## config.mk

```make
export PLATFORM = sky130hd
export DESIGN_NAME = beam_counter
export DESIGN_NICKNAME = d
export VERILOG_FILES = /design/src/source/video_pkg.sv /design/src/source/beam_counter.sv
export SDC_FILE = /design/constraint.sdc
export NUM_CORES = 1
export LEC_CHECK = 0
export BUFFER_PORTS_ARGS = -buffer_cell sky130_fd_sc_hd__buf_2
export CAP_MARGIN = 40
export CORE_MARGIN = 8
export CORE_UTILIZATION = 50
export CTS_BUF_LIST = sky130_fd_sc_hd__clkbuf_8
export CTS_CLUSTER_DIAMETER = 200
export DETAILED_ROUTE_END_ITERATION = 6
export GPL_ROUTABILITY_DRIVEN = 0
export PLACE_DENSITY = 0.75
export SKIP_LAST_GASP = 1
export SLEW_MARGIN = 20
export SYNTH_ARGS = -nofsm -noshare
export SYNTH_HDL_FRONTEND = slang
export SYNTH_SLANG_ARGS = --single-unit
```

## constraint.sdc

```tcl
create_clock -name clk -period 4 [get_ports clk]
set_input_delay 0.4 -clock clk [delete_from_list [all_inputs] [get_ports clk]]
set_output_delay 0.4 -clock clk [all_outputs]
set_load 0.02 [all_outputs]
```

## src/source/video_pkg.sv

```systemverilog
// raster widths and beam position type shared by the beam counter, the copper and the top
package video_pkg;

    // horizontal pixel counter width
    localparam int H_WIDTH = 11;
    // vertical line counter width
    localparam int V_WIDTH = 10;

    typedef logic [H_WIDTH-1:0] beam_h_t;
    typedef logic [V_WIDTH-1:0] beam_v_t;

    // current raster position
    typedef struct packed {
        beam_h_t h;
        beam_v_t v;
    } beam_pos_t;

endpackage

```

## src/source/beam_counter.sv

```systemverilog
// raster beam counter, gives the pixel and line position and a frame start pulse
`timescale 1ns/100ps

module beam_counter #(
    parameter int H_TOTAL = 800,
    parameter int V_TOTAL = 525
) (
    input  logic                 clk,
    input  logic                 rst_n_i,
    output video_pkg::beam_pos_t beam_o,
    output logic                 frame_start_o
);

    // last pixel of a row and last line of a frame
    localparam video_pkg::beam_h_t H_LAST = video_pkg::beam_h_t'(H_TOTAL - 1);
    localparam video_pkg::beam_v_t V_LAST = video_pkg::beam_v_t'(V_TOTAL - 1);

    video_pkg::beam_pos_t beam_q;
    logic                 row_end;
    logic                 frame_end;

    assign row_end   = (beam_q.h == H_LAST);
    assign frame_end = row_end && (beam_q.v == V_LAST);

    always_ff @(posedge clk) begin
        if (!rst_n_i) begin
            beam_q        <= '0;
            frame_start_o <= 1'b0;
        end else begin
            // pulse lines up with the beam arriving at 0,0
            frame_start_o <= frame_end;
            if (row_end) begin
                beam_q.h <= '0;
                if (frame_end) begin
                    beam_q.v <= '0;
                end else begin
                    beam_q.v <= beam_q.v + 1'b1;
                end
            end else begin
                beam_q.h <= beam_q.h + 1'b1;
            end
        end
    end

    assign beam_o = beam_q;

    // pixel never runs past the row
    a_h_in_range: assert property (@(posedge clk) disable iff (!rst_n_i)
        int'(beam_q.h) < H_TOTAL)
        else $error("beam pixel counter out of range");

endmodule

```

==> impl_metrics.csv <==
group,metric,value,unit
clock_tree,cts_root_buf,"clkbuf_8",
synthesis,ys_ff_latch,22,
min_path,hp-class,"primary input to flip-flop",
synthesis,ys_warn_count,0,
clock_tree,clock-sinks,22,
synthesis,seq_area_frac_synth,44.8,%
power,p_per_area,371,nW/um^2
worst_setup_path,cp-start-kind,"flip-flop",
synthesis,async_flop_share,0,%
clock_tree,cts_resized,0,
worst_setup_path,critPathSlowestCell,"or3_1",
power,leakage,0.491,nW
clock_tree,cts_buffers,3,
clock_tree,path_clk_slew,0.08,ns
die,fp.dieArea,3640,um^2
worst_setup_path,critPathArrivalTime,2.40,ns
power,switching_share,18.6,%
synthesis,synth_top_family_by_area,"simple AND/OR/NAND/NOR gates",
detailed_routing,vias_per_cell,5.28,
power,clockPowerShare,45.9,%
power,power.switching,0.0820,mW
worst_setup_path,cpPeakStageDelay,0.60,ns
worst_setup_path,crit_fanout,10,
detailed_routing,first_iter_violations,18,
layout,antenna_cells,0,
layout,final_cells,161,
run_status,outcome,"finished, final reports clean",
die,die_w,60.4,um
layout,syn_to_final_growth,21.2,%
detailed_routing,drtAntennaViolNets,0,
worst_setup_path,worstPathCellList,"ha_1, nand4_1, or3_1, or4_4, a21oi_2",
place,io_buffers,23,
synthesis,syn_nets,113,
synthesis,synth.mux.area_fraction,1.02,%
synthesis,ys_types,27,
synthesis,synthAdderAreaFrac,3.82,%
layout,fill_cells,165,
detailed_routing,wirelength,2080,um
sta,slew_headroom,67.1,%
sta,slew_violations,0,
synthesis,yosys_most_used_dff,"dfxtp_1",
synthesis,syn_inst,108,
worst_setup_path,cp-end-kind,"flip-flop",
synthesis,yosysTopAreaCell,"dfxtp_1",
sta,report.final.hold_viol_count,0,
clock_tree,post-cts-setup-buffers,0,
worst_setup_path,crit_buf_inv,0,
sta,fmax,455,MHz
synthesis,syn_area_per_cell,9.11,um^2
synthesis,synth_top_area_share,44.8,%
die,row_count,16,
sta,period_needed,2.20,ns
power,power.internal,0.360,mW
synthesis,synth-compound-area-share,8.40,%
clock_tree,cts_tree,"done",
global_route,grt_usage,12.9,%
layout,final_layout_size_suffix_gt1_share,23.9,%
sta,setup_viol,0,
global_route,grt_pass1_vias,790,
worst_setup_path,worstPathRequired,4.21,ns
power,ir_drop,0.000364,V
layout,stdcell_area,1190,um^2
sta,period_share,54.9,%
die,io_pins,24,
clock_tree,cts-hold-fix-buffers,0,
worst_setup_path,path_class,"flip-flop to flip-flop",
sta,skew,0.0104,ns
clock_tree,clockBufferDepth,2,
die,start_util,51.7,%
place,hpwl,1600,um
place,dp.cells,157,
job,cap_violations,0,
synthesis,synth_edf_count,0,
die,core_region_area,1900,um^2
detailed_routing,drc,0,
synthesis,synth_xor_area_share,10.7,%
sta,worst_pin_slew,0.489,ns
synthesis,ys_top_cells_by_area,"dfxtp_1 (45%), xnor2_1 (7.1%), nor2_1 (5.7%), ha_1 (3.8%), nand4_1 (3.8%)",
detailed_routing,num_vias,850,
worst_setup_path,path_delay_family,"simple AND/OR/NAND/NOR gates",
clock_tree,h-tree-depth,1,
global_route,grt_max_degree,14,
clock_tree,clk_latency,0.27,ns
synthesis,syn_area,983,um^2
power,comb_power_share,3.4,%
place,placed_area,1120,um^2
synthesis,yosys.area_share.simple,27.5,%
detailed_routing,drt-pass1-iter-count,4,
sta,rsz0062_at_grt,"false",
detailed_routing,wl_per_cell,12.9,um
power,p_seq_share,50.7,%
layout,nNetsFinal,140,
sta,finalSetupTns,0,ns
die,die_h,60.4,um
global_route,grt_overflow,0,
global_route,grt_pass1_wl,3560,um
global_route,antenna_found_initial,0,
-- metrics by stage --
stage | setup slack, ns | hold WS, ns | util [%] | power, mW
global route | 1.63 | 0.472 | 62.7 | 0.460
detailed placement | 1.83 | 0.445 | 58.9 | 0.244
CTS | 1.80 | 0.447 | 62.7 | 0.450
floorplan | 1.85 | 0.515 | - | 0.238
global placement | 1.90 | 0.435 | 58.9 | 0.244
finish | 1.80 | 0.464 | 62.7 | 0.442
-- registers in the layout (all words and copies together) (netlist names) --
register       cells
frame_start_o      1
beam_o            21
-- cells in the mapped netlist, types with 2 or more instances --
master and number:
dfxtp_1 22, nor2_1 15, xnor2_1 8, inv_1 7
nand4_1 6, nand3_1 5, a21oi_1 4, nand2_1 4
or3_1 4, xor2_1 4, ha_1 3, nor4_1 3
o21ai_0 3, o31ai_1 3, and3_1 2, nand3b_1 2
nor3_1 2, or4_4 2
-- worst min-delay path: cells and delay by family --
kind	cells	cell delay [ns]
buffers and inverters	2	0.24
AND/OR/NAND/NOR	1	0.05
-- final timing paths --
path / startpoint / end / slack [ns] / depth (start not counted)
min: rst_n_i / beam_o[14] / 0.46 / 3
min reg2reg: beam_o[10] / beam_o[10] / 0.47 / 1
max: beam_o[10] / beam_o[6] / 1.80 / 5
max reg2reg: beam_o[10] / beam_o[6] / 1.80 / 5
-- layout make-up --
cell class	instances	area, um^2	area share, %
Clock buffer	3	41.3	3.46
Clock inverter	1	30.0	2.52
Sequential cell	22	440	36.9
Inverter	7	26.3	2.20
Multi-Input combinational cell	78	505	42.4
Tap cell	27	33.8	2.83
Timing Repair Buffer	23	115	9.65
-- metal layers --
layer / wire length (um) / global-route usage [%] / part of all wire, % / vias up
met1: 916 / 14.3 / 44 / 395
met3: 115 / 4.66 / 5.5 / 5
met5: 0 / 0 / 0 / -
met2: 1030 / 21.6 / 49 / 15
met4: 24 / 5.10 / 1.2 / 0
li1: - / - / - / 435
-- cells in the final DEF (no fill, tap or decap), types with 3 or more instances in the layout --
master,netlist,layout
xor2_1,4,4
nand3_1,5,5
clkbuf_8,0,3
nand4_1,6,6
dfxtp_1,22,22
or3_1,4,4
nor4_1,3,3
o31ai_1,3,3
buf_2,0,23
ha_1,3,3
xnor2_1,8,8
nand2_1,4,4
a21oi_1,4,4
nor2_1,15,15
inv_1,7,7
o21ai_0,3,3
-- power by group through the flow --
stage               combinational, mW  sequential, mW  clock (mW)
CTS                            0.0152           0.224       0.211
floorplan                     0.00637           0.232           0
global route                   0.0167           0.224       0.218
finish                         0.0150           0.224       0.203
global placement               0.0154           0.229           0
detailed placement             0.0152           0.229           0
-- logic make-up (layout without fill, tap and decap cells) --
logic type,count (synthesis),after routing
compound gates,13,13
fa+ha+maj,3,3
mux,1,1
flops,22,22
xor+xnor,12,12
buf+inv,8,34
simple gates,49,49
No activity file was read; power rests on OpenSTA's default activity.
