File: src/source/copper_pkg.sv
// copper instruction format, opcodes, register-write and APB types shared by the coprocessor
package copper_pkg;

    // instruction kind, lives in the low two bits of the odd word
    typedef enum logic [1:0] {
        COP_WAIT = 2'd0,
        COP_MOVE = 2'd1,
        COP_JUMP = 2'd2,
        COP_END  = 2'd3
    } opcode_e;

    // even word on top, odd word below
    // WAIT: op_a line, op_b pixel
    // MOVE: op_a data, op_b[7:0] register address
    // JUMP: op_a target index
    typedef struct packed {
        logic [15:0] op_a;
        logic [13:0] op_b;
        opcode_e     opcode;
    } instr_t;

    // one display register write, no back-pressure
    typedef struct packed {
        logic        valid;
        logic [7:0]  addr;
        logic [15:0] data;
    } reg_wr_t;

    typedef struct packed {
        logic        psel;
        logic        penable;
        logic        pwrite;
        logic [15:0] paddr;
        logic [31:0] pwdata;
    } apb_req_t;

    typedef struct packed {
        logic [31:0] prdata;
        logic        pready;
        logic        pslverr;
    } apb_rsp_t;

    // host register map
    localparam logic [15:0] CTRL_ADDR   = 16'h0000;
    // read only, bit 0 running, bits 15:4 program counter
    localparam logic [15:0] STATUS_ADDR = 16'h0004;
    // program words at a 4 byte stride from here
    localparam logic [15:0] PROG_BASE   = 16'h1000;

endpackage

File: src/source/copper_apb.sv
// APB slave of the copper, loads the program and holds the control and status registers
`timescale 1ns/100ps

module copper_apb #(
    parameter int AWIDTH = 10
) (
    input  logic                 clk,
    input  logic                 rst_n_i,
    input  copper_pkg::apb_req_t apb_i,
    output copper_pkg::apb_rsp_t apb_o,
    output logic                 enable_o,
    input  logic [AWIDTH-1:0]    pc_i,
    input  logic                 running_i,
    output logic                 even_wr_en_o,
    output logic                 odd_wr_en_o,
    output logic [AWIDTH-1:0]    prog_addr_o,
    output logic [15:0]          even_data_o,
    output logic [15:0]          odd_data_o
);

    // program window, one 32-bit word per instruction
    localparam int PROG_END = int'(copper_pkg::PROG_BASE) + 4 * (2**AWIDTH);

    logic access;
    logic hit_ctrl;
    logic hit_status;
    logic hit_prog;
    logic prog_wr;
    logic ctrl_q;

    // no wait states, every access phase completes
    assign access     = apb_i.psel && apb_i.penable;
    assign hit_ctrl   = (apb_i.paddr == copper_pkg::CTRL_ADDR);
    assign hit_status = (apb_i.paddr == copper_pkg::STATUS_ADDR);
    assign hit_prog   = (int'(apb_i.paddr) >= int'(copper_pkg::PROG_BASE)) &&
                        (int'(apb_i.paddr) < PROG_END);

    // control register, bit 0 enable
    always_ff @(posedge clk) begin
        if (!rst_n_i) begin
            ctrl_q <= 1'b0;
        end else if (access && apb_i.pwrite && hit_ctrl) begin
            ctrl_q <= apb_i.pwdata[0];
        end
    end

    assign enable_o = ctrl_q;

    // program writes go to both halves at once, in the access cycle
    assign prog_wr      = access && apb_i.pwrite && hit_prog;
    assign even_wr_en_o = prog_wr;
    assign odd_wr_en_o  = prog_wr;
    assign prog_addr_o  = apb_i.paddr[AWIDTH+1:2];
    assign even_data_o  = apb_i.pwdata[31:16];
    assign odd_data_o   = apb_i.pwdata[15:0];

    always_comb begin
        apb_o.prdata  = '0;
        apb_o.pready  = 1'b1;
        // anything outside the map
        apb_o.pslverr = access && !(hit_ctrl || hit_status || hit_prog);
        // program range reads back as 0
        if (access && !apb_i.pwrite) begin
            if (hit_ctrl) begin
                apb_o.prdata[0] = ctrl_q;
            end else if (hit_status) begin
                apb_o.prdata[15:4] = 12'(pc_i);
                apb_o.prdata[0]    = running_i;
            end
        end
    end

    // access phase is always preceded by a setup phase
    a_apb_setup: assert property (@(posedge clk) disable iff (!rst_n_i)
        $rose(apb_i.penable) |-> $past(apb_i.psel))
        else $error("APB penable without a setup phase");

endmodule

File: config.mk
export PLATFORM = sky130hd
export DESIGN_NAME = copper_apb
export DESIGN_NICKNAME = d
export VERILOG_FILES = /design/src/source/copper_pkg.sv /design/src/source/copper_apb.sv
export SDC_FILE = /design/constraint.sdc
export NUM_CORES = 1
export LEC_CHECK = 0
export BUFFER_PORTS_ARGS = -buffer_cell sky130_fd_sc_hd__buf_2
export CAP_MARGIN = 20
export CELL_PAD_IN_SITES_DETAIL_PLACEMENT = 0
export CELL_PAD_IN_SITES_GLOBAL_PLACEMENT = 2
export CORE_AREA = 2 2 89 91
export CTS_BUF_LIST = sky130_fd_sc_hd__clkbuf_8
export CTS_CLUSTER_SIZE = 12
export DETAILED_ROUTE_END_ITERATION = 16
export DIE_AREA = 0 0 91 93
export GPL_TIMING_DRIVEN = 1
export PLACE_DENSITY = 0.95
export SLEW_MARGIN = 20
export SYNTH_ARGS = -nofsm -noshare
export SYNTH_HDL_FRONTEND = slang
export SYNTH_SLANG_ARGS = --single-unit
File: constraint.sdc
create_clock -name clk -period 1.5 [get_ports clk]
set_clock_uncertainty 0.1 [all_clocks]
set_input_delay 0.15 -clock clk [delete_from_list [all_inputs] [get_ports clk]]
set_output_delay 0.15 -clock clk [all_outputs]
set_load 0.03 [all_outputs]
==> summary.txt <==
Run status
  • Outcome: complete, but fails checks
  • Violated checks: negative setup slack

Worst setup path
  • R2R setup slack: 0.85 ns
  • CP endpoint kind: output pin
  • Startpoint types: input port
  • Slowest-stage cell, CP: or3_4
  • Critical Path Max Stage Delay: 0.42 ns
  • Worst Path Max Fanout: 5
  • CP Class: in -> out
  • CP arrival: 1.61 ns
  • Crit-path cells: buf_6 > or3_4 > or3_4 > nor3_4 > and2_2 > buf_6
  • CP required: 1.25 ns

Yosys
  • Syn avg cell area: ~7.3 µm²
  • Top cell type's share of synthesized area: 67.5%
  • Sequential share of the synthesized area: 2.77%
  • FFs w/ async S/R, synth: 0%
  • Top cells by area, synth: buf_4 67%, and2_1 8.7%, or3_4 3.1%
  • Synth warnings: 0
  • Post-synth top cells: 65 x buf_4, 10 x and2_1, 5 x nand2_1
  • Main synth FF type: dfxtp_1
  • EDFF count, synth: 0
  • Post-Syn Instances: 99
  • Most common cell in the synthesized netlist: buf_4
  • Netlist Area Pre-Place: 723 µm²
  • Netlist cell types: 15
  • Seq cells post-synth: 1
  • Area leader, netlist: buf_4

Timing
  • RSZ-0062 raised after global routing: true
  • Tcrit/Tclk final: 124%
  • Final Hold Viols: 0
  • Setup ws final: -0.361 ns
  • Final min period: 1.86 ns
  • F_max: approximately 0.54 GHz
  • Final Setup Violations: 12
  • Max-slew violation count: 0

CTS
  • Cts hold-fix bufs: 0
  • Insertion delay to the later sink of the worst-skew pair: 0 ns

Floorplanning
  • Chip Width: roughly 91 µm
  • IO Pins: 143
  • Die height: 93 µm
  • Die area: roughly 8500 µm²
  • Core Area: 7530 µm²
  • Row count: 32
  • Starting Density: 9.61%

Global route
  • First-pass GRT wire length: approximately 2600 µm
  • Global-route usage over all layers: 3.53%
  • Initial antenna violation count: 0
  • Vias in the first global route: ~530
  • Total gr overflow: 0
  • Largest net degree at the start of global routing: 6

Drt
  • Vias per cell: about 2.6
  • WL met1: 634 µm
  • Routed WL: roughly 1800 µm
  • Routed WL per cell: ~8 µm
  • Pre-antenna DRT Iters: 2
  • Max layer used: met4
  • WL met2: 919 µm
  • Iter 0 DRT Violations: 10
  • Metal3 WL: around 210 µm
  • Post-route ant nets: 0
  • # DRC: 0
  • Vias: 603

Power
  • Power Dens Cells: 248 nW/µm²
  • Worst vdd ir: 47.5 µV
  • Leak Pwr: ~0.52 nW
  • Power, Total: 248 µW

Final layout
  • Layout cells sized above 1: 72.2%
  • Ant. Diodes: 0
  • Area of the multi-input gates: 367 µm²
  • Final-layout fill cell count: roughly 890
  • Final core occ: between 10% and 20%
  • Max FFs per register: 1
  • Post-route insts no fill: 228
  • Area delta synth->final: 37.9%
  • FF/Latch Area: 20.0 µm²
  • Fin nets: approximately 190

Placement
  • Port bufs: 58
  • DP Cell Count: 224
  • Final RePlAce weighted congestion: 0.575
  • DP Wirelength: 1550 µm

Hold path
  • Hold Crit Class: in -> out

Job
  • Max_cap viols: 0
-- power breakdown --
group | leakage, nW | switching, mW | total, mW | internal (mW)
registers | 0.00805 | 0.0000000350 | 0.0271 | 0.0271
logic | 0.513 | 0.152 | 0.220 | 0.0679
clock network | 0 | 0 | 0 | 0
total | 0.521 | 0.152 | 0.248 | 0.0950
-- what timing repair did --
action	in CTS	in global routing
gates resized for setup	34	7
cloned	1	0
setup endpoints to repair	13	13
setup buffers	2	2
endpoints found under the hold margin	0	0
pin swaps	4	4
-- metal layers --
layer	up-vias	track usage [%]
met5	-	0
met4	0	1.01
met3	14	0.725
met2	44	6.11
met1	264	4.44
li1	281	-
-- cell families after synthesis --
family	after synthesis	share of synthesized area, %
mux	2	2.77
buf+inv	66	68.0
other cells	2	1.04
compound gates	1	1.56
flops	1	2.77
simple gates	27	23.9
-- cells in the final DEF, fill, tap and decap left out, drive strengths merged --
cell type,n
and2,10
nor4,2
o2111a,1
nand2,5
or3,2
nor2,2
dfxtp,1
nor3,5
mux2i,2
nand3,1
buf,71
inv,1
nand4,1
conb,22
-- final timing paths --
kind	cells past startpoint	end	start
max	6	apb_o[8]	apb_i[35]
max reg2reg	2	enable_o$_SDFFE_PN0P_	enable_o$_SDFFE_PN0P_
min	0	even_data_o[0]	apb_i[16]
min reg2reg	2	enable_o$_SDFFE_PN0P_	enable_o$_SDFFE_PN0P_
-- critical path, delay by kind of cell --
family,cells,cell delay (ns)
buf+inv,2,0.22
simple gates,4,1.24
-- cell type report --
cell class	instances	share of cell area [%]
multi-input cells	53	36.8
well taps	102	12.8
inverters	1	0.376
repair buffers	71	48.1
flip-flops and latches	1	2.01
-- metrics by stage --
stage	area, µm²	setup TNS (ns)	hold WS, ns	setup slack [ns]
floorplan	816	-1.43	0.192	-0.131
global placement	821	-4.53	0.200	-0.393
detailed placement	821	-5.01	0.200	-0.435
CTS	965	-4.02	0.200	-0.382
global route	997	-4.88	0.200	-0.442
finish	997	-3.93	0.200	-0.361
(Power assumes the default switching activity.)
