File: src/source/copper_pkg.sv
// copper instruction format, opcodes, register-write and APB types shared by the coprocessor
package copper_pkg;

    // instruction kind, lives in the low two bits of the odd word
    typedef enum logic [1:0] {
        COP_WAIT = 2'd0,
        COP_MOVE = 2'd1,
        COP_JUMP = 2'd2,
        COP_END  = 2'd3
    } opcode_e;

    // even word on top, odd word below
    // WAIT: op_a line, op_b pixel
    // MOVE: op_a data, op_b[7:0] register address
    // JUMP: op_a target index
    typedef struct packed {
        logic [15:0] op_a;
        logic [13:0] op_b;
        opcode_e     opcode;
    } instr_t;

    // one display register write, no back-pressure
    typedef struct packed {
        logic        valid;
        logic [7:0]  addr;
        logic [15:0] data;
    } reg_wr_t;

    typedef struct packed {
        logic        psel;
        logic        penable;
        logic        pwrite;
        logic [15:0] paddr;
        logic [31:0] pwdata;
    } apb_req_t;

    typedef struct packed {
        logic [31:0] prdata;
        logic        pready;
        logic        pslverr;
    } apb_rsp_t;

    // host register map
    localparam logic [15:0] CTRL_ADDR   = 16'h0000;
    // read only, bit 0 running, bits 15:4 program counter
    localparam logic [15:0] STATUS_ADDR = 16'h0004;
    // program words at a 4 byte stride from here
    localparam logic [15:0] PROG_BASE   = 16'h1000;

endpackage

File: src/source/video_pkg.sv
// raster widths and beam position type shared by the beam counter, the copper and the top
package video_pkg;

    // horizontal pixel counter width
    localparam int H_WIDTH = 11;
    // vertical line counter width
    localparam int V_WIDTH = 10;

    typedef logic [H_WIDTH-1:0] beam_h_t;
    typedef logic [V_WIDTH-1:0] beam_v_t;

    // current raster position
    typedef struct packed {
        beam_h_t h;
        beam_v_t v;
    } beam_pos_t;

endpackage

File: src/source/copper_exec.sv
// copper fetch, decode and execute engine, runs the program once per frame and writes registers
`timescale 1ns/100ps

module copper_exec #(
    parameter int AWIDTH = 10
) (
    input  logic                 clk,
    input  logic                 rst_n_i,
    input  logic                 enable_i,
    input  logic                 frame_start_i,
    input  video_pkg::beam_pos_t beam_i,
    output logic [AWIDTH-1:0]    mem_addr_o,
    input  logic [15:0]          even_i,
    input  logic [15:0]          odd_i,
    output copper_pkg::reg_wr_t  reg_wr_o,
    output logic [AWIDTH-1:0]    pc_o,
    output logic                 running_o
);

    typedef enum logic [1:0] {
        ST_IDLE,
        ST_FETCH,
        ST_DECODE,
        ST_WAIT
    } state_e;

    state_e             state_q;
    state_e             state_d;
    logic [AWIDTH-1:0]  pc_q;
    logic [AWIDTH-1:0]  pc_d;
    copper_pkg::instr_t instr;
    logic               beam_past;

    // both halves read the same index, even word on top
    assign instr = {even_i, odd_i};

    // past the target: later line, or same line with pixel reached
    assign beam_past = (16'(beam_i.v) > instr.op_a) ||
                       ((16'(beam_i.v) == instr.op_a) && (14'(beam_i.h) >= instr.op_b));

    always_comb begin
        state_d = state_q;
        pc_d    = pc_q;
        if (!enable_i) begin
            // disabled, park until enabled and a new frame
            state_d = ST_IDLE;
        end else if (frame_start_i) begin
            // every frame restarts at 0, finished or not
            state_d = ST_FETCH;
            pc_d    = '0;
        end else begin
            case (state_q)
                ST_FETCH: begin
                    // address goes out now, word arrives next cycle
                    state_d = ST_DECODE;
                end
                ST_DECODE: begin
                    case (instr.opcode)
                        copper_pkg::COP_WAIT: begin
                            if (beam_past) begin
                                state_d = ST_FETCH;
                                pc_d    = pc_q + AWIDTH'(1);
                            end else begin
                                state_d = ST_WAIT;
                            end
                        end
                        copper_pkg::COP_MOVE: begin
                            // write goes out this cycle
                            state_d = ST_FETCH;
                            pc_d    = pc_q + AWIDTH'(1);
                        end
                        copper_pkg::COP_JUMP: begin
                            state_d = ST_FETCH;
                            pc_d    = instr.op_a[AWIDTH-1:0];
                        end
                        default: begin
                            // END, done until the next frame
                            state_d = ST_IDLE;
                        end
                    endcase
                end
                ST_WAIT: begin
                    // pc unchanged so the memory keeps showing this WAIT
                    if (beam_past) begin
                        state_d = ST_FETCH;
                        pc_d    = pc_q + AWIDTH'(1);
                    end
                end
                default: begin
                    // idle, only frame_start gets us out
                    state_d = ST_IDLE;
                end
            endcase
        end
    end

    always_ff @(posedge clk) begin
        if (!rst_n_i) begin
            state_q <= ST_IDLE;
            pc_q    <= '0;
        end else begin
            state_q <= state_d;
            pc_q    <= pc_d;
        end
    end

    // memory follows the program counter
    assign mem_addr_o = pc_q;

    // one write per MOVE, in its decode cycle
    always_comb begin
        reg_wr_o.valid = (state_q == ST_DECODE) && (instr.opcode == copper_pkg::COP_MOVE);
        reg_wr_o.addr  = instr.op_b[7:0];
        reg_wr_o.data  = instr.op_a;
    end

    // status back to the host
    assign pc_o      = pc_q;
    assign running_o = (state_q != ST_IDLE);

    // a MOVE write lasts one cycle, the next fetch follows right after
    a_move_one_cycle: assert property (@(posedge clk) disable iff (!rst_n_i)
        reg_wr_o.valid && enable_i |=> (state_q == ST_FETCH) && !reg_wr_o.valid)
        else $error("register write held past its MOVE decode");

endmodule

File: config.mk
export PLATFORM = sky130hd
export DESIGN_NAME = copper_exec
export DESIGN_NICKNAME = d
export VERILOG_FILES = /design/src/source/copper_pkg.sv /design/src/source/video_pkg.sv /design/src/source/copper_exec.sv
export SDC_FILE = /design/constraint.sdc
export NUM_CORES = 1
export LEC_CHECK = 0
export BUFFER_PORTS_ARGS = -buffer_cell sky130_fd_sc_hd__buf_2
export CAP_MARGIN = 20
export CORE_MARGIN = 2
export CORE_UTILIZATION = 46
export CTS_CLUSTER_SIZE = 14
export DETAILED_ROUTE_END_ITERATION = 10
export GPL_TIMING_DRIVEN = 0
export HOLD_SLACK_MARGIN = 0.05
export PLACE_DENSITY = 0.87
export REMOVE_ABC_BUFFERS = 1
export SLEW_MARGIN = 30
export SYNTH_ARGS = -nofsm -noshare
export SYNTH_HDL_FRONTEND = slang
export SYNTH_SLANG_ARGS = --single-unit
File: constraint.sdc
create_clock -name clk -period 3.09 [get_ports clk]
set_clock_uncertainty 0.15 [all_clocks]
set_input_delay 0.309 -clock clk [delete_from_list [all_inputs] [get_ports clk]]
set_output_delay 0.309 -clock clk [all_outputs]
set_load 0.05 [all_outputs]
==> results.json, run 1 <==
{
  "fillCellCount": 374,
  "min_path_type": "in -> reg",
  "clkTransAtPathRegs_ps": 50,
  "worst_pin_slew_ps": 560,
  "drt-pass1-iter-count": 4,
  "whs_ps": 173,
  "slew_headroom_pct": 62.6,
  "crit_fanout": 7,
  "die_area_mm2": 0.00458,
  "multi_input_area_mm2": 0.00124,
  "yosysWarnings": 0,
  "start_util_pct": 47.3,
  "power.density_mw_per_mm2": 254,
  "port_buffers": 102,
  "h-tree-depth": 1,
  "cts_tree": "done",
  "synthDistinctLibCells": 45,
  "layout.nets": 407,
  "peakVddDrop_v": 0.000127,
  "synthArstFlopShare_pct": 0,
  "drtAntennaViolNets": 0,
  "die_h_um": 67.7,
  "slew_viol_final": 0,
  "rows": 23,
  "cts_buffers": 3,
  "post-route-min-period_ps": 2520,
  "max_freq_mhz": 397,
  "gp_congestion": 0.916,
  "core_area_mm2": 0.00394,
  "required_ps": 3060,
  "grt_pass1_wl_mm": 7.41,
  "vias": 2032,
  "seqCellArea_um2": 240,
  "post_cts_resized": 0,
  "avgRoutedWirePerCell_um": 12.6,
  "pin_count": 103,
  "dr.first_iter.drc_count": 192,
  "ys_seq_area_share_pct": 12.9,
  "grt.total_usage_pct": 20.7,
  "n_antenna_cell": 0,
  "placed_area_mm2": 0.00216,
  "final_area_mm2": 0.00221,
  "post-place-cells": 369,
  "cts.sinks": 12,
  "syn_avg_cell_area_um2": 7.29,
  "cts_buffer_depth": 2,
  "ys.flop_type": "dfxtp_1",
  "maxCapViolations": 0,
  "finalHoldViolCount": 0,
  "die_w_um": 67.7,
  "antenna_found_initial": 0,
  "crit_path_top_delay_cell": "or4_1",
  "layout.cells.non_filler": 373,
  "clk_latency_ps": 250,
  "dpl.hpwl_mm": 3.82,
  "viasPerCell": 5.45,
  "timing.critical_path.to_type": "flop",
  "grt_pass1_vias": 1761,
  "crit_chain": "buf_2 > ha_1 > nand3_1 > nor4_1 > o311ai_1 > a31oi_4 > and2_1 > a21oi_2 > or4_1",
  "drive_above_1_share_pct": 35.3,
  "period_share_pct": 81.5,
  "leakage_nw": 1.14,
  "fin_setup_tns_ps": 0,
  "hold_buffers": 0,
  "synth_edf_count": 0,
  "ys_ff_latch": 12,
  "setup_violations": 0,
  "synthCells": 256,
  "drcViolationCount": 0,
  "status": "completed",
  "netlist_area_mm2": 0.00187,
  "area_delta_synth_final_pct": 18.6,
  "grt_overflow": 0,
  "grt_max_degree": 16,
  "cp.arrival_ps": 2490,
  "postCtsSetupRepairBufs": 0,
  "totalWireLength_mm": 4.72,
  "slowest_delay_ps": 450,
  "rsz0062_at_grt": "false",
  "worstSetupPathType": "in -> reg",
  "cts-root-buf": "clkbuf_8",
  "critPathLaunchType": "input pin"
}
-- state kept, by name (all words and copies together) (netlist names) --
signal,count
state_q,2
mem_addr_o,10
-- cells in the final DEF, fill, tap and decap left out, types with 2 or more instances in the layout --
cell type / count
nand3_1: 15
o21ai_0: 15
or3_1: 2
a22oi_1: 3
nor3_1: 2
nor2_1: 13
inv_1: 27
and2_1: 4
nor3b_1: 4
or4_1: 2
a31oi_1: 4
a22o_1: 2
dfxtp_1: 12
nand2b_1: 4
a31o_2: 2
nand3b_1: 2
a21oi_1: 18
clkbuf_8: 4
nand2_1: 20
o2bb2ai_1: 2
o31a_1: 3
a311o_1: 2
buf_2: 102
nand4_1: 4
xnor2_1: 2
o211ai_1: 2
ha_1: 26
nor4_1: 6
and3_1: 4
-- layout make-up --
class                           instances  area share (%)
Timing Repair Buffer                  102            23.1
Sequential cell                        12            10.9
Multi-Input combinational cell        178            56.2
Tap cell                               50            2.83
Inverter                               27            4.58
Clock buffer                            4            2.49
-- cells in the mapped netlist, drive strengths merged (4+ instances only) --
master  count  share of area [%]
buf        35                 14
nand2b      4                1.3
ha         26                 17
clkbuf      4               0.80
a21oi      19                5.3
nor3b       4                1.6
inv        27                5.4
nand3      15                4.0
dfxtp      12                 13
nand2      21                4.4
and2        4                1.3
nor4        6                2.0
nor2       13                2.6
o21ai      15                4.0
nand4       4                1.3
a31oi       5                2.5
and3        4                1.3
-- power by group --
group / switching [W] / total [W] / internal [W] / leakage [nW]
combinational: 0.000147 / 0.000226 / 0.0000794 / 1.02
sequential: 0.00000113 / 0.000157 / 0.000156 / 0.0968
clock: 0.0000654 / 0.000178 / 0.000113 / 0.0288
-- path summary, 6_finish.rpt --
path | startpoint | to | slack (ps) | depth (start not counted)
max | beam_i[20] | mem_addr_o[2] | 570 | 9
min | frame_start_i | state_q[0] | 170 | 3
max reg2reg | mem_addr_o[2] | mem_addr_o[9] | 770 | 7
min reg2reg | state_q[1] | state_q[1] | 390 | 1
-- worst max-delay path: cells and delay by family --
kind	cells	cell delay, ps
compound gates	3	620
fa+ha+maj	1	310
buf+inv	1	100
simple gates	4	1140
-- logic make-up after synthesis --
logic type	Yosys count	synth area share, %
XOR/XNOR	3	1.41
adder cells (fa/ha/maj)	26	17.4
buffers and inverters	66	20.5
AND/OR/NAND/NOR	85	23.6
flip-flops	12	12.9
AO/OA/AOI/OAI	64	24.1
-- metrics by stage --
step	worst slack, ps	util (%)	total power, W
6_report	571	56.1	0.000561
5_1_grt	469	56.1	0.000597
4_1_cts	601	56.1	0.000565
3_5_place_dp	348	54.7	0.000386
3_3_place_gp	342	54.7	0.000382
2_1_floorplan	319	-	0.000246
-- layer usage --
layer  wire length (um)  track usage [%]
met5                  0                0
met4                 18             2.81
met3                422             5.00
met2               2310             36.9
met1               1970             25.5
No activity file was read; power rests on OpenSTA's default activity.
==> inputs of run 2 (changes only) <==
- ABC_AREA: default -> 1
- clock period: 3.09 -> 2.34 ns (I/O delays scaled with it)
==> run 2 against run 1 <==
Via count up 5.0%. Area after synthesis up 3.4%. Count of clock-buffer cells in the layout unchanged. Register-to-register slack worse by 480 ps. Sequential cell count unchanged. Worst hold slack worse by 67 ps. Global-route usage down 0.89 points. Critical path type is now reg -> reg.
==> results.json, run 2 <==
{
  "synthDistinctLibCells": 32,
  "ys_ff_latch": 12,
  "area_delta_synth_final_pct": 18.5,
  "n_antenna_cell": 0,
  "worstSetupPathType": "reg -> reg",
  "drive_above_1_share_pct": 32.4,
  "h-tree-depth": 1,
  "drcViolationCount": 0,
  "slew_headroom_pct": 68.6,
  "timing.critical_path.to_type": "flop",
  "post-place-cells": 426,
  "cts_buffers": 3,
  "synth_common_cells": "85 x nand2_1, 46 x inv_1, 34 x buf_4",
  "clk_latency_ps": 240,
  "final_cell_mix": "102 x buf_2, 85 x nand2_1, 46 x inv_1",
  "vias": 2134,
  "grt_max_degree": 15,
  "slew_viol_final": 0,
  "grt_pass1_wl_mm": 7.34,
  "yosysWarnings": 0,
  "cts_buffer_depth": 2,
  "start_util_pct": 47.9,
  "yosys.area.top_type_share_pct": 16.9,
  "totalWireLength_mm": 4.54,
  "die_h_um": 68.8,
  "grt_overflow": 0,
  "cp.arrival_ps": 2020,
  "max_freq_mhz": 489,
  "core_area_mm2": 0.00403,
  "pin_count": 103,
  "synth.most_common_cell": "nand2_1",
  "post-route-min-period_ps": 2050,
  "largest_register_ffs": 10,
  "hold_buffers": 0,
  "layout.cells.non_filler": 430,
  "ys_seq_area_share_pct": 12.5,
  "whs_ps": 106,
  "status": "completed",
  "grt.total_usage_pct": 19.8,
  "grt_pass1_vias": 1869,
  "die_area_mm2": 0.00473,
  "slowest_delay_ps": 550,
  "drt-pass1-iter-count": 4,
  "peakVddDrop_v": 0.000242,
  "maxCapViolations": 0,
  "dr.first_iter.drc_count": 88,
  "crit_path_top_delay_cell": "dfxtp_1",
  "clkTransAtPathRegs_ps": 50,
  "final_common_cell": "buf_2",
  "placed_area_mm2": 0.00223,
  "cts_tree": "done",
  "cts.sinks": 12,
  "port_buffers": 102,
  "avgRoutedWirePerCell_um": 10.6,
  "period_share_pct": 87.4,
  "rsz0062_at_grt": "false",
  "rows": 23,
  "synth_top_cell_by_area": "ha_1",
  "synthArstFlopShare_pct": 0,
  "layout.nets": 464,
  "critical_path_buf_inv_count": 0,
  "fillCellCount": 413,
  "post_cts_resized": 0,
  "dpl.hpwl_mm": 3.86,
  "fin_setup_tns_ps": 0,
  "crit_chain": "ha_1 > nand2_1 > nor2_1 > nand4_1 > xor2_1 > nand3_1 > nand3_1 > nand2_1 > nand2_1 > a21oi_1",
  "syn_avg_cell_area_um2": 6.22,
  "gp_congestion": 0.856,
  "setup_violations": 0,
  "critPathLaunchType": "flop",
  "leakage_nw": 1.33,
  "cts-root-buf": "clkbuf_8",
  "cpMostUsedCell": "nand2_1",
  "crit_fanout": 10,
  "viasPerCell": 4.96,
  "finalHoldViolCount": 0,
  "power.density_mw_per_mm2": 339,
  "synth_edf_count": 0,
  "min_path_type": "in -> reg",
  "fin_util_pct": 56.8,
  "drtAntennaViolNets": 0,
  "die_w_um": 68.8,
  "required_ps": 2310,
  "antenna_found_initial": 0,
  "ys_top_cells_by_area": "ha_1 17%, nand2_1 17%, buf_4 13%",
  "ys.flop_type": "dfxtp_1",
  "final_area_mm2": 0.00229,
  "netlist_area_mm2": 0.00193,
  "synthCells": 310,
  "postCtsSetupRepairBufs": 0,
  "worst_pin_slew_ps": 470,
  "critical-path-top-delay-family": "simple AND/OR/NAND/NOR gates"
}
-- run 2: changes by cell type after synthesis, moves of 5 or more --
cell and delta:
nand2_1 +65, inv_1 +19, o21ai_0 -10, nand3_1 +7, nor4_1 -6, a21oi_1 +5
nand2_2 +5, o22ai_1 +5
-- run 2: final timing paths --
path	start	to	slack [ps]	cells after the start
worst min register to register	mem_addr_o[3]	mem_addr_o[3]	370	2
worst min-delay path	enable_i	state_q[0]	110	3
worst max-delay path	mem_addr_o[0]	mem_addr_o[8]	290	10
worst max register to register	mem_addr_o[0]	mem_addr_o[8]	290	10
-- run 2: worst register-to-register path, delay by kind of cell, from the launching register on --
family | cells | cell delay [ps]
XOR/XNOR | 1 | 210
AND/OR/NAND/NOR | 7 | 720
AO/OA/AOI/OAI | 1 | 50
adder cells (fa/ha/maj) | 1 | 250
flip-flops | 1 | 550
-- run 2: logic make-up after synthesis --
family / count (synthesis) / share of synthesized area (%)
AO/OA/AOI/OAI: 39 / 11.2
XOR/XNOR: 6 / 2.72
adder cells (fa/ha/maj): 26 / 16.9
buffers and inverters: 84 / 23.3
flip-flops: 12 / 12.5
AND/OR/NAND/NOR: 143 / 33.5
-- run 2: metal layers --
layer  vias up  track usage [%]  share of wire, %
li1       1094                -                 -
met1       930             23.5                40
met2        99             35.6                49
met3        11             3.25               8.6
met4         0             7.11               1.6
met5         -                0                 0
-- run 2: report_power, final --
group	total, W	internal [W]	switching, W
clock network	0.000225	0.000149	0.0000763
registers	0.000215	0.000208	0.00000650
logic	0.000336	0.000109	0.000226
-- run 2: area by class of cell --
type	instances	area (um2)	area share [%]
repair buffers	102	510	22.3
flip-flops and latches	12	240	10.5
multi-input cells	214	1240	54.2
clock buffers	4	55.1	2.41
well taps	50	62.6	2.74
inverters	48	180	7.88
-- run 2: per-stage QoR --
| stage | worst slack, ps | power, W |
|---|---|---|
| after CTS | 292 | 0.000784 |
| after floorplan | -195 | 0.000365 |
| after detailed placement | 182 | 0.000556 |
| after global placement | 225 | 0.000547 |
| final | 294 | 0.000776 |
| after global routing | 110 | 0.000829 |
==> inputs of run 3 (changes only) <==
- CTS_BUF_LIST: default -> sky130_fd_sc_hd__clkbuf_16
==> run 3 against run 2 <==
Setup slack got worse by 7.8 ps. Total power rose by 11%. Register-to-register slack barely moved. Worst hold slack improved by 6.1 ps. Via count fell by 1.2%. Sequential power barely moved. Non-clock buffer count did not move. Combinational power barely moved. Clock power rose by 37%. Fmax fell by 0.38%. Count of clock-buffer cells in the layout fell by 1. Die area did not move. Largest cell class unchanged.
==> results.json, run 3 (same netlist as run 2, synthesis figures left out) <==
{
  "status": "completed",
  "cts.sinks": 12,
  "ff2ff_path_depth": 10,
  "die_h_um": 68.8,
  "totalWireLength_mm": 4.54,
  "post_cts_resized": 0,
  "area_delta_synth_final_pct": 19.8,
  "worstReg2RegStart": "mem_addr_o[0]",
  "switching_power_w": 0.000317,
  "h-tree-depth": 1,
  "min_path_type": "in -> reg",
  "grt.total_usage_pct": 19.8,
  "p_seq_share_pct": 25.1,
  "cts_tree": "done",
  "r2r-end": "mem_addr_o[8]",
  "finalWorstSetupSlack_ps": 286,
  "layout.cells.non_filler": 430,
  "peakVddDrop_v": 0.000322,
  "vias": 2108,
  "port_buffers": 102,
  "post-route-min-period_ps": 2050,
  "largest_register_ffs": 10,
  "start_util_pct": 47.9,
  "clkTransAtPathRegs_ps": 40,
  "required_ps": 2310,
  "comb_power_share_pct": 39.1,
  "timing.critical_path.to_type": "flop",
  "slew_headroom_pct": 67.4,
  "setup_violations": 0,
  "post-place-ws_ps": 182,
  "post-place-cells": 426,
  "rows": 23,
  "clkPwrFrac_pct": 35.8,
  "pin_count": 103,
  "crit_fanout": 10,
  "grt_pass1_wl_mm": 7.35,
  "drtAntennaViolNets": 0,
  "n_antenna_cell": 0,
  "grt_overflow": 0,
  "cts-root-buf": "clkbuf_16",
  "final_cell_mix": "102 x buf_2, 85 x nand2_1, 46 x inv_1",
  "cts_buffers": 3,
  "rsz0062_at_grt": "false",
  "die_w_um": 68.8,
  "drcViolationCount": 0,
  "final_common_cell": "buf_2",
  "layout.nets": 464,
  "max_freq_mhz": 487,
  "hold_buffers": 0,
  "period_share_pct": 87.8,
  "core_area_mm2": 0.00403,
  "worst_pin_slew_ps": 488,
  "endpoint": "mem_addr_o[8]",
  "worstSetupPathType": "reg -> reg",
  "die_area_mm2": 0.00473,
  "leakage_nw": 1.34,
  "power.density_mw_per_mm2": 372,
  "maxCapViolations": 0,
  "finalHoldViolCount": 0,
  "grt_pass1_vias": 1872,
  "gp_congestion": 0.856,
  "dr.first_iter.drc_count": 76,
  "crit_start": "mem_addr_o[0]",
  "fin_total_pwr_w": 0.000860,
  "drt-pass1-iter-count": 5,
  "cts_buffer_depth": 2,
  "postCtsSetupRepairBufs": 0,
  "cp.arrival_ps": 2020,
  "grt_max_degree": 15,
  "slew_viol_final": 0,
  "r2r_setup_slack_ps": 290,
  "avgRoutedWirePerCell_um": 10.6,
  "viasPerCell": 4.90,
  "intPower_w": 0.000543,
  "clk_latency_ps": 240,
  "power.switching_fraction_pct": 36.8,
  "antenna_found_initial": 0,
  "drive_above_1_share_pct": 32.1,
  "dpl.hpwl_mm": 3.86,
  "critPathLaunchType": "flop"
}
-- run 3: stage by stage --
step           TNS (ps)  utilization [%]  area (um2)  hold slack, ps
2_1_floorplan      -363                -        1660             225
3_3_place_gp          0             55.4        2230             351
3_5_place_dp          0             55.4        2230             351
4_1_cts               0             57.4        2310             112
5_1_grt               0             57.4        2310             121
6_report              0             57.4        2310             112
-- run 3: final cells by class --
cell class / count / area [um2]
Tap cell: 50 / 62.6
Timing Repair Buffer: 102 / 510
Inverter: 48 / 180
Fill cell: 409 / 1720
Clock inverter: 1 / 3.75
Sequential cell: 12 / 240
Multi-Input combinational cell: 214 / 1240
Clock buffer: 3 / 75.1
-- run 3: worst min path at each step --
stage / start / endpoint / slack (ps) / depth (start not counted)
detailed placement: mem_addr_o[4] / mem_addr_o[4] / 350 / 2
global placement: enable_i / state_q[0] / 350 / 3
floorplan: enable_i / state_q[0] / 220 / 2
global route: enable_i / state_q[0] / 120 / 3
CTS: enable_i / state_q[0] / 110 / 3
finish: enable_i / state_q[0] / 110 / 3
-- run 3: metal layers --
metal  vias to the layer above  global-route usage (%)  part of all wire, %
li1                       1098                       -                    -
met4                         0                    6.86                  1.6
met3                         8                    3.08                  7.8
met1                       912                    23.4                   42
met2                        90                    36.1                   49
met5                         -                       0                    0
-- run 3: power by group through the flow --
| stage | Combinational (W) | Clock (W) | Sequential (W) |
|---|---|---|---|
| 2_1_floorplan | 0.000127 | 0 | 0.000238 |
| 5_1_grt | 0.000374 | 0.000327 | 0.000216 |
| 3_5_place_dp | 0.000337 | 0 | 0.000219 |
| 6_report | 0.000336 | 0.000308 | 0.000216 |
| 3_3_place_gp | 0.000329 | 0 | 0.000219 |
| 4_1_cts | 0.000338 | 0.000314 | 0.000215 |
-- run 3: critical path, cell delays in order (launching register included) --
cell     delay, ps
dfxtp_1        540
ha_1           250
nand2_1         90
nor2_1         170
nand4_1        120
xor2_1         210
nand3_1        110
nand3_1        100
nand2_1         70
nand2_1         60
a21oi_1         50
